===== src/source/core_pkg.sv =====
// core package: shared opcodes, ALU operations and pipeline records of the RV32I slice
package core_pkg;

	// major opcodes of the supported subset
	typedef enum logic [6:0] {
		OP     = 7'b0110011,
		OP_IMM = 7'b0010011,
		BRANCH = 7'b1100011
	} opcode_e;

	typedef enum logic [2:0] {
		ALU_ADD,
		ALU_SUB,
		ALU_AND,
		ALU_OR,
		ALU_XOR,
		ALU_SLT
	} alu_op_e;

	// funct3 encodings shared by OP and OP_IMM
	localparam logic [2:0] F3_ADD_SUB = 3'b000;
	localparam logic [2:0] F3_SLT     = 3'b010;
	localparam logic [2:0] F3_XOR     = 3'b100;
	localparam logic [2:0] F3_OR      = 3'b110;
	localparam logic [2:0] F3_AND     = 3'b111;

	// funct3 encodings of the branches
	localparam logic [2:0] F3_BEQ = 3'b000;
	localparam logic [2:0] F3_BNE = 3'b001;

	localparam logic [31:0] NOP_INSTR   = 32'h00000033; // add x0, x0, x0
	localparam int unsigned EXC_ILLEGAL = 2;

	// one instruction in flight between decode and execute
	typedef struct packed {
		logic [31:0] read_data_a;
		logic [31:0] read_data_b;
		logic [4:0]  write_addr;
		logic        int_write_enable;
		logic [31:0] exc_bits;
		logic [31:0] instruction;
		logic [31:0] pc;
		logic [31:0] pred_pc;
		logic        prediction;
		logic        taken;
	} dec_exe_t;

	// what the fetch side hands to decode
	typedef struct packed {
		logic [31:0] instruction;
		logic [31:0] pc;
		logic [31:0] pred_pc;
		logic        prediction;
		logic        taken;
	} fetch_t;

	typedef struct packed {
		logic        write_enable;
		logic [4:0]  write_addr;
		logic [31:0] write_data;
	} wb_t;

endpackage


===== src/source/reg_file.sv =====
// register file: 32 x 32 bits, two combinational reads, one synchronous write, x0 reads zero
`timescale 1ns/10ps

module reg_file (
	input  logic             clk_i,
	input  logic             rst_n_i,
	input  logic [4:0]       rs1_addr_i,
	input  logic [4:0]       rs2_addr_i,
	output logic [31:0]      rs1_data_o,
	output logic [31:0]      rs2_data_o,
	input  core_pkg::wb_t    wb_i
);

	logic [31:0] regs [32];

	always_ff @(posedge clk_i) begin
		if (!rst_n_i) begin
			for (int i = 0; i < 32; i++) begin
				regs[i] <= '0;
			end
		end else if (wb_i.write_enable && (wb_i.write_addr != 5'd0)) begin
			regs[wb_i.write_addr] <= wb_i.write_data; // x0 is never written so it stays zero
		end
	end

	// reads see the value committed at the previous edge
	always_comb begin
		rs1_data_o = regs[rs1_addr_i];
		rs2_data_o = regs[rs2_addr_i];
	end

endmodule


===== src/source/decode_stage.sv =====
// decode stage: operand read, opcode check, hazard detection against execute and record build
`timescale 1ns/10ps

module decode_stage (
	input  core_pkg::fetch_t   fetch_i,
	input  logic               stall_core_i,
	input  logic [4:0]         exe_write_addr_i,
	input  logic               exe_write_enable_i,
	input  logic [31:0]        rs1_data_i,
	input  logic [31:0]        rs2_data_i,
	output logic [4:0]         rs1_addr_o,
	output logic [4:0]         rs2_addr_o,
	output core_pkg::dec_exe_t dec_o,
	output logic               decode_stall_o,
	output logic               hold_o
);

	core_pkg::opcode_e opcode;
	logic [31:0]       imm_i;
	logic [4:0]        rd;
	logic              uses_rs1;
	logic              uses_rs2;
	logic              writes_rd;
	logic              illegal;
	logic              rs1_hit;
	logic              rs2_hit;

	assign opcode     = core_pkg::opcode_e'(fetch_i.instruction[6:0]);
	assign rs1_addr_o = fetch_i.instruction[19:15];
	assign rs2_addr_o = fetch_i.instruction[24:20];
	assign rd         = fetch_i.instruction[11:7];
	assign imm_i      = {{20{fetch_i.instruction[31]}}, fetch_i.instruction[31:20]};

	always_comb begin
		uses_rs1  = 1'b0;
		uses_rs2  = 1'b0;
		writes_rd = 1'b0;
		illegal   = 1'b0;
		case (opcode)
			core_pkg::OP: begin
				uses_rs1  = 1'b1;
				uses_rs2  = 1'b1;
				writes_rd = 1'b1;
			end
			core_pkg::OP_IMM: begin
				uses_rs1  = 1'b1;
				writes_rd = 1'b1;
			end
			core_pkg::BRANCH: begin
				uses_rs1 = 1'b1; // branches compare both sources
				uses_rs2 = 1'b1;
			end
			default: illegal = 1'b1;
		endcase
	end

	// a source that the instruction in execute is about to overwrite must wait one cycle
	assign rs1_hit = uses_rs1 && (rs1_addr_o != 5'd0) && (rs1_addr_o == exe_write_addr_i);
	assign rs2_hit = uses_rs2 && (rs2_addr_o != 5'd0) && (rs2_addr_o == exe_write_addr_i);

	assign decode_stall_o = exe_write_enable_i && (rs1_hit || rs2_hit);
	assign hold_o         = decode_stall_o || stall_core_i;

	always_comb begin
		dec_o                  = '0;
		dec_o.read_data_a      = rs1_data_i;
		dec_o.read_data_b      = (opcode == core_pkg::OP_IMM) ? imm_i : rs2_data_i;
		dec_o.write_addr       = rd;
		dec_o.int_write_enable = writes_rd;
		dec_o.instruction      = fetch_i.instruction;
		dec_o.pc               = fetch_i.pc;
		dec_o.pred_pc          = fetch_i.pred_pc;
		dec_o.prediction       = fetch_i.prediction;
		dec_o.taken            = fetch_i.taken;
		dec_o.exc_bits[core_pkg::EXC_ILLEGAL] = illegal; // write already off for unknown opcodes
	end

endmodule


===== src/source/dec_exe_latch.sv =====
// decode/execute pipeline register with kill, bubble insertion and core-stall hold
`timescale 1ns/10ps

module dec_exe_latch (
	input  logic               clk_i,
	input  logic               rst_n_i,
	input  logic               kill_i,
	input  logic               stall_core_i,
	input  logic               decode_stall_i,
	input  core_pkg::dec_exe_t dec_i,
	output core_pkg::dec_exe_t exe_o
);

	core_pkg::dec_exe_t exe_q;
	core_pkg::dec_exe_t stall_rec;

	// what execute sees while the core is stalled
	always_comb begin
		stall_rec             = '0;
		stall_rec.instruction = core_pkg::NOP_INSTR;
	end

	always_ff @(posedge clk_i) begin
		if (!rst_n_i || kill_i || (decode_stall_i && !stall_core_i)) begin
			exe_q <= '0; // an all-zero record is a bubble
		end else if (!stall_core_i) begin
			exe_q <= dec_i;
		end
	end

	// the held record comes back once the stall lifts
	assign exe_o = stall_core_i ? stall_rec : exe_q;

endmodule


===== src/source/exe_stage.sv =====
// execute stage: ALU, branch resolution against the prediction, writeback and exception report
`timescale 1ns/10ps

module exe_stage (
	input  core_pkg::dec_exe_t exe_i,
	output core_pkg::wb_t      wb_o,
	output logic               mispredict_o,
	output logic [31:0]        redirect_pc_o,
	output logic               exception_o,
	output logic [31:0]        exc_pc_o
);

	core_pkg::opcode_e opcode;
	core_pkg::alu_op_e alu_op;
	logic [2:0]        funct3;
	logic [31:0]       a;
	logic [31:0]       b;
	logic [31:0]       result;
	logic [31:0]       imm_b;
	logic [31:0]       target;
	logic              is_branch;
	logic              actual_taken;
	logic              pred_taken;

	assign opcode = core_pkg::opcode_e'(exe_i.instruction[6:0]);
	assign funct3 = exe_i.instruction[14:12];
	assign a      = exe_i.read_data_a;
	assign b      = exe_i.read_data_b;

	always_comb begin
		case (funct3)
			core_pkg::F3_SLT: alu_op = core_pkg::ALU_SLT;
			core_pkg::F3_XOR: alu_op = core_pkg::ALU_XOR;
			core_pkg::F3_OR:  alu_op = core_pkg::ALU_OR;
			core_pkg::F3_AND: alu_op = core_pkg::ALU_AND;
			default: begin
				// funct7 bit 30 selects SUB only for register-register ops
				if ((opcode == core_pkg::OP) && exe_i.instruction[30]) begin
					alu_op = core_pkg::ALU_SUB;
				end else begin
					alu_op = core_pkg::ALU_ADD;
				end
			end
		endcase
	end

	always_comb begin
		case (alu_op)
			core_pkg::ALU_SUB: result = a - b;
			core_pkg::ALU_AND: result = a & b;
			core_pkg::ALU_OR:  result = a | b;
			core_pkg::ALU_XOR: result = a ^ b;
			core_pkg::ALU_SLT: result = {31'd0, $signed(a) < $signed(b)};
			default:           result = a + b;
		endcase
	end

	assign imm_b = {{20{exe_i.instruction[31]}}, exe_i.instruction[7],
		exe_i.instruction[30:25], exe_i.instruction[11:8], 1'b0};
	assign target = exe_i.pc + imm_b;

	assign is_branch = (opcode == core_pkg::BRANCH) &&
		((funct3 == core_pkg::F3_BEQ) || (funct3 == core_pkg::F3_BNE));
	assign actual_taken = (funct3 == core_pkg::F3_BEQ) ? (a == b) : (a != b);
	assign pred_taken   = exe_i.prediction && exe_i.taken;

	// a taken branch is also wrong when fetch went to another address
	assign mispredict_o = is_branch && ((actual_taken != pred_taken) ||
		(actual_taken && (exe_i.pred_pc != target)));
	assign redirect_pc_o = actual_taken ? target : exe_i.pc + 32'd4;

	assign exception_o = |exe_i.exc_bits;
	assign exc_pc_o    = exe_i.pc;

	assign wb_o.write_enable = exe_i.int_write_enable && (exe_i.exc_bits == 32'd0);
	assign wb_o.write_addr   = exe_i.write_addr;
	assign wb_o.write_data   = result;

endmodule


===== src/source/dec_exe_top.sv =====
// top level of the pipeline slice: register file, decode, decode/execute register and execute
`timescale 1ns/10ps

module dec_exe_top (
	input  logic             clk_i,
	input  logic             rst_n_i,
	input  core_pkg::fetch_t fetch_i,
	input  logic             stall_core_i,
	output logic             hold_o,
	output core_pkg::wb_t    wb_o,
	output logic             mispredict_o,
	output logic [31:0]      redirect_pc_o,
	output logic             exception_o,
	output logic [31:0]      exc_pc_o
);

	logic [4:0]         rs1_addr;
	logic [4:0]         rs2_addr;
	logic [31:0]        rs1_data;
	logic [31:0]        rs2_data;
	logic               decode_stall;
	core_pkg::dec_exe_t dec_rec;
	core_pkg::dec_exe_t exe_rec;

	reg_file reg_file_i (
		.clk_i      (clk_i),
		.rst_n_i    (rst_n_i),
		.rs1_addr_i (rs1_addr),
		.rs2_addr_i (rs2_addr),
		.rs1_data_o (rs1_data),
		.rs2_data_o (rs2_data),
		.wb_i       (wb_o)
	);

	// the hazard check looks at the write execute is about to commit
	decode_stage decode_stage_i (
		.fetch_i            (fetch_i),
		.stall_core_i       (stall_core_i),
		.exe_write_addr_i   (wb_o.write_addr),
		.exe_write_enable_i (wb_o.write_enable),
		.rs1_data_i         (rs1_data),
		.rs2_data_i         (rs2_data),
		.rs1_addr_o         (rs1_addr),
		.rs2_addr_o         (rs2_addr),
		.dec_o              (dec_rec),
		.decode_stall_o     (decode_stall),
		.hold_o             (hold_o)
	);

	dec_exe_latch dec_exe_latch_i (
		.clk_i          (clk_i),
		.rst_n_i        (rst_n_i),
		.kill_i         (mispredict_o),
		.stall_core_i   (stall_core_i),
		.decode_stall_i (decode_stall),
		.dec_i          (dec_rec),
		.exe_o          (exe_rec)
	);

	exe_stage exe_stage_i (
		.exe_i         (exe_rec),
		.wb_o          (wb_o),
		.mispredict_o  (mispredict_o),
		.redirect_pc_o (redirect_pc_o),
		.exception_o   (exception_o),
		.exc_pc_o      (exc_pc_o)
	);

endmodule


===== config.mk =====
export PLATFORM = sky130hd
export DESIGN_NAME = dec_exe_top
export DESIGN_NICKNAME = d
export VERILOG_FILES = /design/src/source/core_pkg.sv /design/src/source/reg_file.sv /design/src/source/decode_stage.sv /design/src/source/dec_exe_latch.sv /design/src/source/exe_stage.sv /design/src/source/dec_exe_top.sv
export SDC_FILE = /design/constraint.sdc
export NUM_CORES = 2
export LEC_CHECK = 0
export BUFFER_PORTS_ARGS = -buffer_cell sky130_fd_sc_hd__buf_2
export CAP_MARGIN = 10
export CELL_PAD_IN_SITES_DETAIL_PLACEMENT = 1
export CELL_PAD_IN_SITES_GLOBAL_PLACEMENT = 1
export CORE_AREA = 3 3 365 367
export DETAILED_ROUTE_END_ITERATION = 8
export DIE_AREA = 0 0 368 370
export PLACE_DENSITY_LB_ADDON = 0.15
export SETUP_SLACK_MARGIN = 0.1
export SYNTH_ARGS = -nofsm -noshare
export SYNTH_HDL_FRONTEND = slang
export SYNTH_SLANG_ARGS = --single-unit

===== constraint.sdc =====
create_clock -name clk_i -period 12.6 [get_ports clk_i]
set_input_delay 2.52 -clock clk_i [delete_from_list [all_inputs] [get_ports clk_i]]
set_output_delay 2.52 -clock clk_i [all_outputs]
set_load 0.05 [all_outputs]

### After elaboration in Yosys (flattened, before gate mapping)

Memories as Yosys holds them, arrays and structs flattened. A register that Yosys moved wholly into a read port is not among the register bits.
Cells that the tools add are included.

* bits of input ports: 101
* bits in writable memories: 1024
* flip-flop bits (word level): 137
* memories: 1

* bitwise operators: 3
* $lt $le $gt $ge: 1
* $add $sub $neg: 4
* equality and inequality tests: 21
* muxes and demuxes: 18
* reduce and logical (&&, ||, !) cells: 32

Memories
* reg_file_i.regs: depth 32, width 32, rd ports 2, clocked after memory_dff 1, wr ports 32, RTL line reg_file.sv:14 `logic [31:0] regs [32];`

Operator list (number)
* $mux W200: 1
* $pmux W32 S5: 1
* $mux W32: 3
* $add A32 B32 Y32: 2
* $ne A32 B32 Y1: 2
* $reduce_or A32 Y1: 2
* $add A32 B3 Y32 const B: 1
* $and A32 B32 Y32: 1
* $eq A32 B32 Y1: 1
* $logic_not A32 Y1: 1
* $lt A32 B32 Y1: 1
* $or A32 B32 Y32: 1
* $sub A32 B32 Y32: 1
* $xor A32 B32 Y32: 1
* $eq A3 B3 Y1 const B: 5
* $reduce_bool A5 Y1: 3
* $eq A7 B6 Y1 const B: 2
* $eq A7 B7 Y1 const B: 2
* $logic_and A1 B1 Y1: 13
* $pmux W3 S4: 1
* $mux W1: 11
* $eq A5 B5 Y1: 2
* $eq A3 B2 Y1 const B: 3
* $eq A7 B5 Y1 const B: 1
* other kinds (8): 17

### Longest topological paths before layout

* word-level depth: 9
* depth in mapped cells: 27

### Modules after synthesis

A second synthesis with hierarchy kept.

* cell total of the unflattened synthesis: 7338
* area, all modules: 75830.2 µm²

By module, submodules not included
* reg_file: cells each 4609, sequential area each 30749.5 µm², area each 55715.9 µm², times used 1
* dec_exe_latch: cells each 1111, sequential area each 4003.8 µm², area each 9372.7 µm², times used 1
* exe_stage: cells each 1370, sequential area each 0.0 µm², area each 8812.2 µm², times used 1
* decode_stage: cells each 248, sequential area each 0.0 µm², area each 1929.4 µm², times used 1

### Worst setup path before layout

Ideal clock, no wire load.

* kind: input to output
* from: input port stall_core_i
* to: output port redirect_pc_o[23]
* buffers on the path: 12
* cell stages on the path: 22
* arrival time: 9.280 ns
* path slack: 0.800 ns
* cell sequence: buf_1 -> clkbuf_1 -> clkbuf_1 -> buf_1 -> clkbuf_1 -> buf_1 -> clkbuf_1 -> clkbuf_1 -> clkbuf_1 -> nor2b_1 -> inv_1 -> ha_1 -> buf_2 -> or2_1 -> or3_1 -> or4_4 -> nor4_4 -> xnor2_1 -> clkbuf_1 -> clkbuf_1 -> nand2_1 -> o21ai_0

* word-level cells in the longest chain between the ends: 4
* elaborated cells on any way between the ends: 8

RTL lines
* from (decl): RTL line dec_exe_top.sv:8 `input logic stall_core_i,`
* $mux W200 *: RTL line dec_exe_latch.sv:32 `assign exe_o = stall_core_i ? stall_rec : exe_q;`
* branches (longest 2 deep; another with $add A32 B3 Y32)
* $mux W32 *: RTL line exe_stage.sv:70 `assign redirect_pc_o = actual_taken ? target : exe_i.pc + 32'd4;`
* to (decl): RTL line dec_exe_top.sv:12 `output logic [31:0] redirect_pc_o,`

Mark *: on every way between the ends.

### Worst setup path after layout

* from: input port stall_core_i
* to: output port mispredict_o

* word-level cells in the longest chain between the ends: 6
* elaborated cells on any way between the ends: 16

RTL lines
* $mux W200 *: RTL line dec_exe_latch.sv:32
* $add A32 B32 Y32, or another cell as far along: RTL line exe_stage.sv:60 `assign target = exe_i.pc + imm_b;`
* $ne A32 B32 Y1 or $mux W1 (tied branches): RTL line exe_stage.sv:69, exe_stage.sv:64
* $logic_and A1 B1 Y1 or $ne A1 B1 Y1 (tied branches): RTL line exe_stage.sv:69, exe_stage.sv:68
* $logic_or A1 B1 Y1: RTL line exe_stage.sv:68 `assign mispredict_o = is_branch && ((actual_taken != pred_taken) ||`
* $logic_and A1 B1 Y1 *: RTL line exe_stage.sv:68
* to (decl): RTL line dec_exe_top.sv:11 `output logic mispredict_o,`

Mark *: on every way between the ends. The rest lies on a longest branch, timed or not.

==> out/qor.csv <==
metric,value,unit
crit_chain,"buf_8, buf_4, nor2b_1, inv_1, ha_1, or2_1, or3_1, or4_4, nor4_4, xor2_2, o2111ai_1, a2111o_1, nor4_1, nand4_1, o31a_2, buf_2",
nNetsFinal,5647,
regArea,33800,µm²
numCtsBuffers,133,
finalCritPeriodShare,83.5,%
p_per_area,135,nW/µm²
setup_viol,0,
pin_count,206,
num_vias,52086,
switching_share,28.4,%
post_cts_resized,0,
p_sw,2.86,mW
crit_arrival,8.00,ns
cts_setup_buffers,0,
synth.most_common_cell,nor2_1,
yosys_most_used_dff,edfxtp_1,
h-tree-depth,4,
drive_gt1_share,24.7,%
first_pass_iters,7,
syn2layout_area_growth,10.5,%
drtIter0Drc,8033,
syn_inst,5490,
min-delay-start,dec_exe_latch_i.exe_q[158],
crit_slowest_cell,buf_4,
hold_viol_final,0,
vdd_ir_drop_max,146,µV
place_congestion,0.947,
path_class,input port to output port,
cts_tree,built,
cp_slowest_stage_delay,0.79,ns
cp-start-kind,input port,
ys_async_sr_fraction,0,%
fin_ws,2.08,ns
drt.antenna.violating_nets,0,
synth_seq_cells,1178,
rr_startpoint,dec_exe_latch_i.exe_q[97],
layout_min_cycle_time,10.52,ns
synth-warning-count,0,
synth_cell_types,84,
synth_area_leaders,"edfxtp_1 46%, mux4_2 21%, nor2_1 7.2%",
cp.required,10.08,ns
worst_clock_skew,0.0539,ns
synth.largest_area_cell,edfxtp_1,
die_w,368,µm
stdcell_count,7293,
startpoint,stall_core_i,
fmax,0.0951,GHz
pwr-share-clk,39.0,%
fillerInstances,12845,
die_h,370,µm
synth_seq_area_share,50.1,%
fin_tns_setup,0,ns
clk_path_buf_depth,3,
grt-ovfl-total,0,
grt_usage,39.7,%
grt_pass1_wl,386000,µm
antenna_found_initial,12,
core,130000,µm²
maxSlewViolCount,0,
avgSynthCellArea,12.3,µm²
clk_latency,0.81,ns
crit_path_end_kind,output port,
cts_root_buf,clkbuf_16,
power_frac_comb,16.3,%
clock_sink_count,1178,
yosys.area.top_type_share,45.6,%
status,finished clean,
maxCapViolations,0,
post_drt_via_cell_ratio,7.14,
dpl.cell_count,7051,
tightestPinTransition,1.21,ns
slew_headroom,19.3,%
ctsHoldBuffers,0,
rsz0062_at_grt,false,
synth_common_cells,"1297 x nor2_1, 1024 x edfxtp_1, 639 x mux4_2, 436 x clkbuf_1, 223 x nand2_1",
internal_power,7.20,mW
synth_edf_count,1024,
multi_input_area,31700,µm²
routed_wl,271000,µm
leakage,26.5,nW
pre_cts_ws,2.15,ns
seqPwrFrac,44.8,%
syn_area,67500,µm²
wl_per_cell,37.2,µm
numPortBuffers,205,
worst-path-max-fanout,93,
grt_start_max_net_pins,123,
dieArea,136000,µm²
drcViolationCount,0,
holdCritPathClass,register to register,
dpl.hpwl,162000,µm
num_rows,132,
initial_core_util,52.0,%
clkTransAtPathRegs,0.06,ns
final_core_util,57.5,%
p_total,10.1,mW
grt_pass1_vias,53114,
==> worst paths after layout <==
| kind | cells past startpoint | slack, ns | endpoint |
|---|---|---|---|
| setup / recovery | 16 | 2.08 | mispredict_o |
| hold / removal | 2 | 0.53 | dec_exe_latch_i.exe_q[158] |
| setup reg to reg | 17 | 6.05 | dec_exe_latch_i.exe_q[143] |
| hold reg to reg | 2 | 0.53 | dec_exe_latch_i.exe_q[158] |
==> power by group through the flow <==
stage / clock [mW] / combinational, mW / sequential [mW]
2_1_floorplan: 0 / 1.08 / 4.51
3_3_place_gp: 0 / 1.57 / 4.56
3_5_place_dp: 0 / 1.60 / 4.58
4_1_cts: 3.93 / 1.61 / 4.50
5_1_grt: 4.09 / 1.70 / 4.52
6_report: 3.92 / 1.64 / 4.50
==> critical path, delay by kind of cell <==
family / cells / cell delay, ns
XOR/XNOR: 1 / 0.20
AND/OR/NAND/NOR: 7 / 2.43
adder cells (fa/ha/maj): 1 / 0.36
AO/OA/AOI/OAI: 3 / 0.89
buffers and inverters: 4 / 1.41
==> flip-flops by register name, summed over array words and instances, names as in the netlist <==
name and flops:
dec_exe_latch_i.exe_q 154, reg_file_i.regs 1024
==> area by class of cell <==
class | instances | share of cell area [%]
Multi-Input combinational cell | 3653 | 42.4
Timing Repair Buffer | 335 | 2.83
Tap cell | 1742 | 2.92
Inverter | 143 | 0.720
Antenna cell | 3 | 0.0101
Clock buffer | 191 | 5.12
Clock inverter | 48 | 0.621
Sequential cell | 1178 | 45.4
==> per-stage QoR <==
step           area, µm²  hold WS, ns
5_1_grt            74600        0.539
2_1_floorplan      67600        0.484
3_5_place_dp       70300        0.511
4_1_cts            74600        0.525
3_3_place_gp       70300        0.496
6_report           74600        0.526
==> cell families (layout without fill, tap and decap cells) <==
family / Yosys count / in the layout / share of synthesized area, %
AND/OR/NAND/NOR: 1987 / 1987 / 12.6
flip-flops: 1178 / 1178 / 50.1
multiplexers: 803 / 803 / 23.9
buffers and inverters: 690 / 717 / 3.91
AO/OA/AOI/OAI: 573 / 573 / 5.48
XOR/XNOR: 155 / 155 / 2.02
adder cells (fa/ha/maj): 103 / 103 / 1.93
other: 1 / 35 / 0.00556
==> layer usage <==
metal	vias to the layer above	global-route usage, %	share of wire (%)
met5	-	0	0.0096
met1	26819	52.1	36
li1	20344	-	-
met3	946	9.96	12
met2	3973	61.1	45
met4	4	21.8	6.5
==> cells in the final DEF, fill, tap and decap left out, drive strengths merged, types with 23 or more instances in the layout <==
cell | Yosys | layout
nor3 | 105 | 105
nor2b | 76 | 76
inv | 141 | 150
clkbuf | 436 | 191
nor2 | 1297 | 1297
conb | 1 | 32
buf | 111 | 335
xnor2 | 114 | 114
nand2 | 223 | 223
mux2 | 89 | 89
mux2i | 75 | 75
nand3 | 131 | 131
o21ai | 99 | 99
a21oi | 188 | 188
a211oi | 43 | 43
xor2 | 41 | 41
dfxtp | 154 | 154
a221oi | 27 | 27
edfxtp | 1024 | 1024
ha | 100 | 100
a21o | 23 | 23
clkinv | 2 | 32
mux4 | 639 | 639
Note: power is estimated with default switching activity, not from simulation.
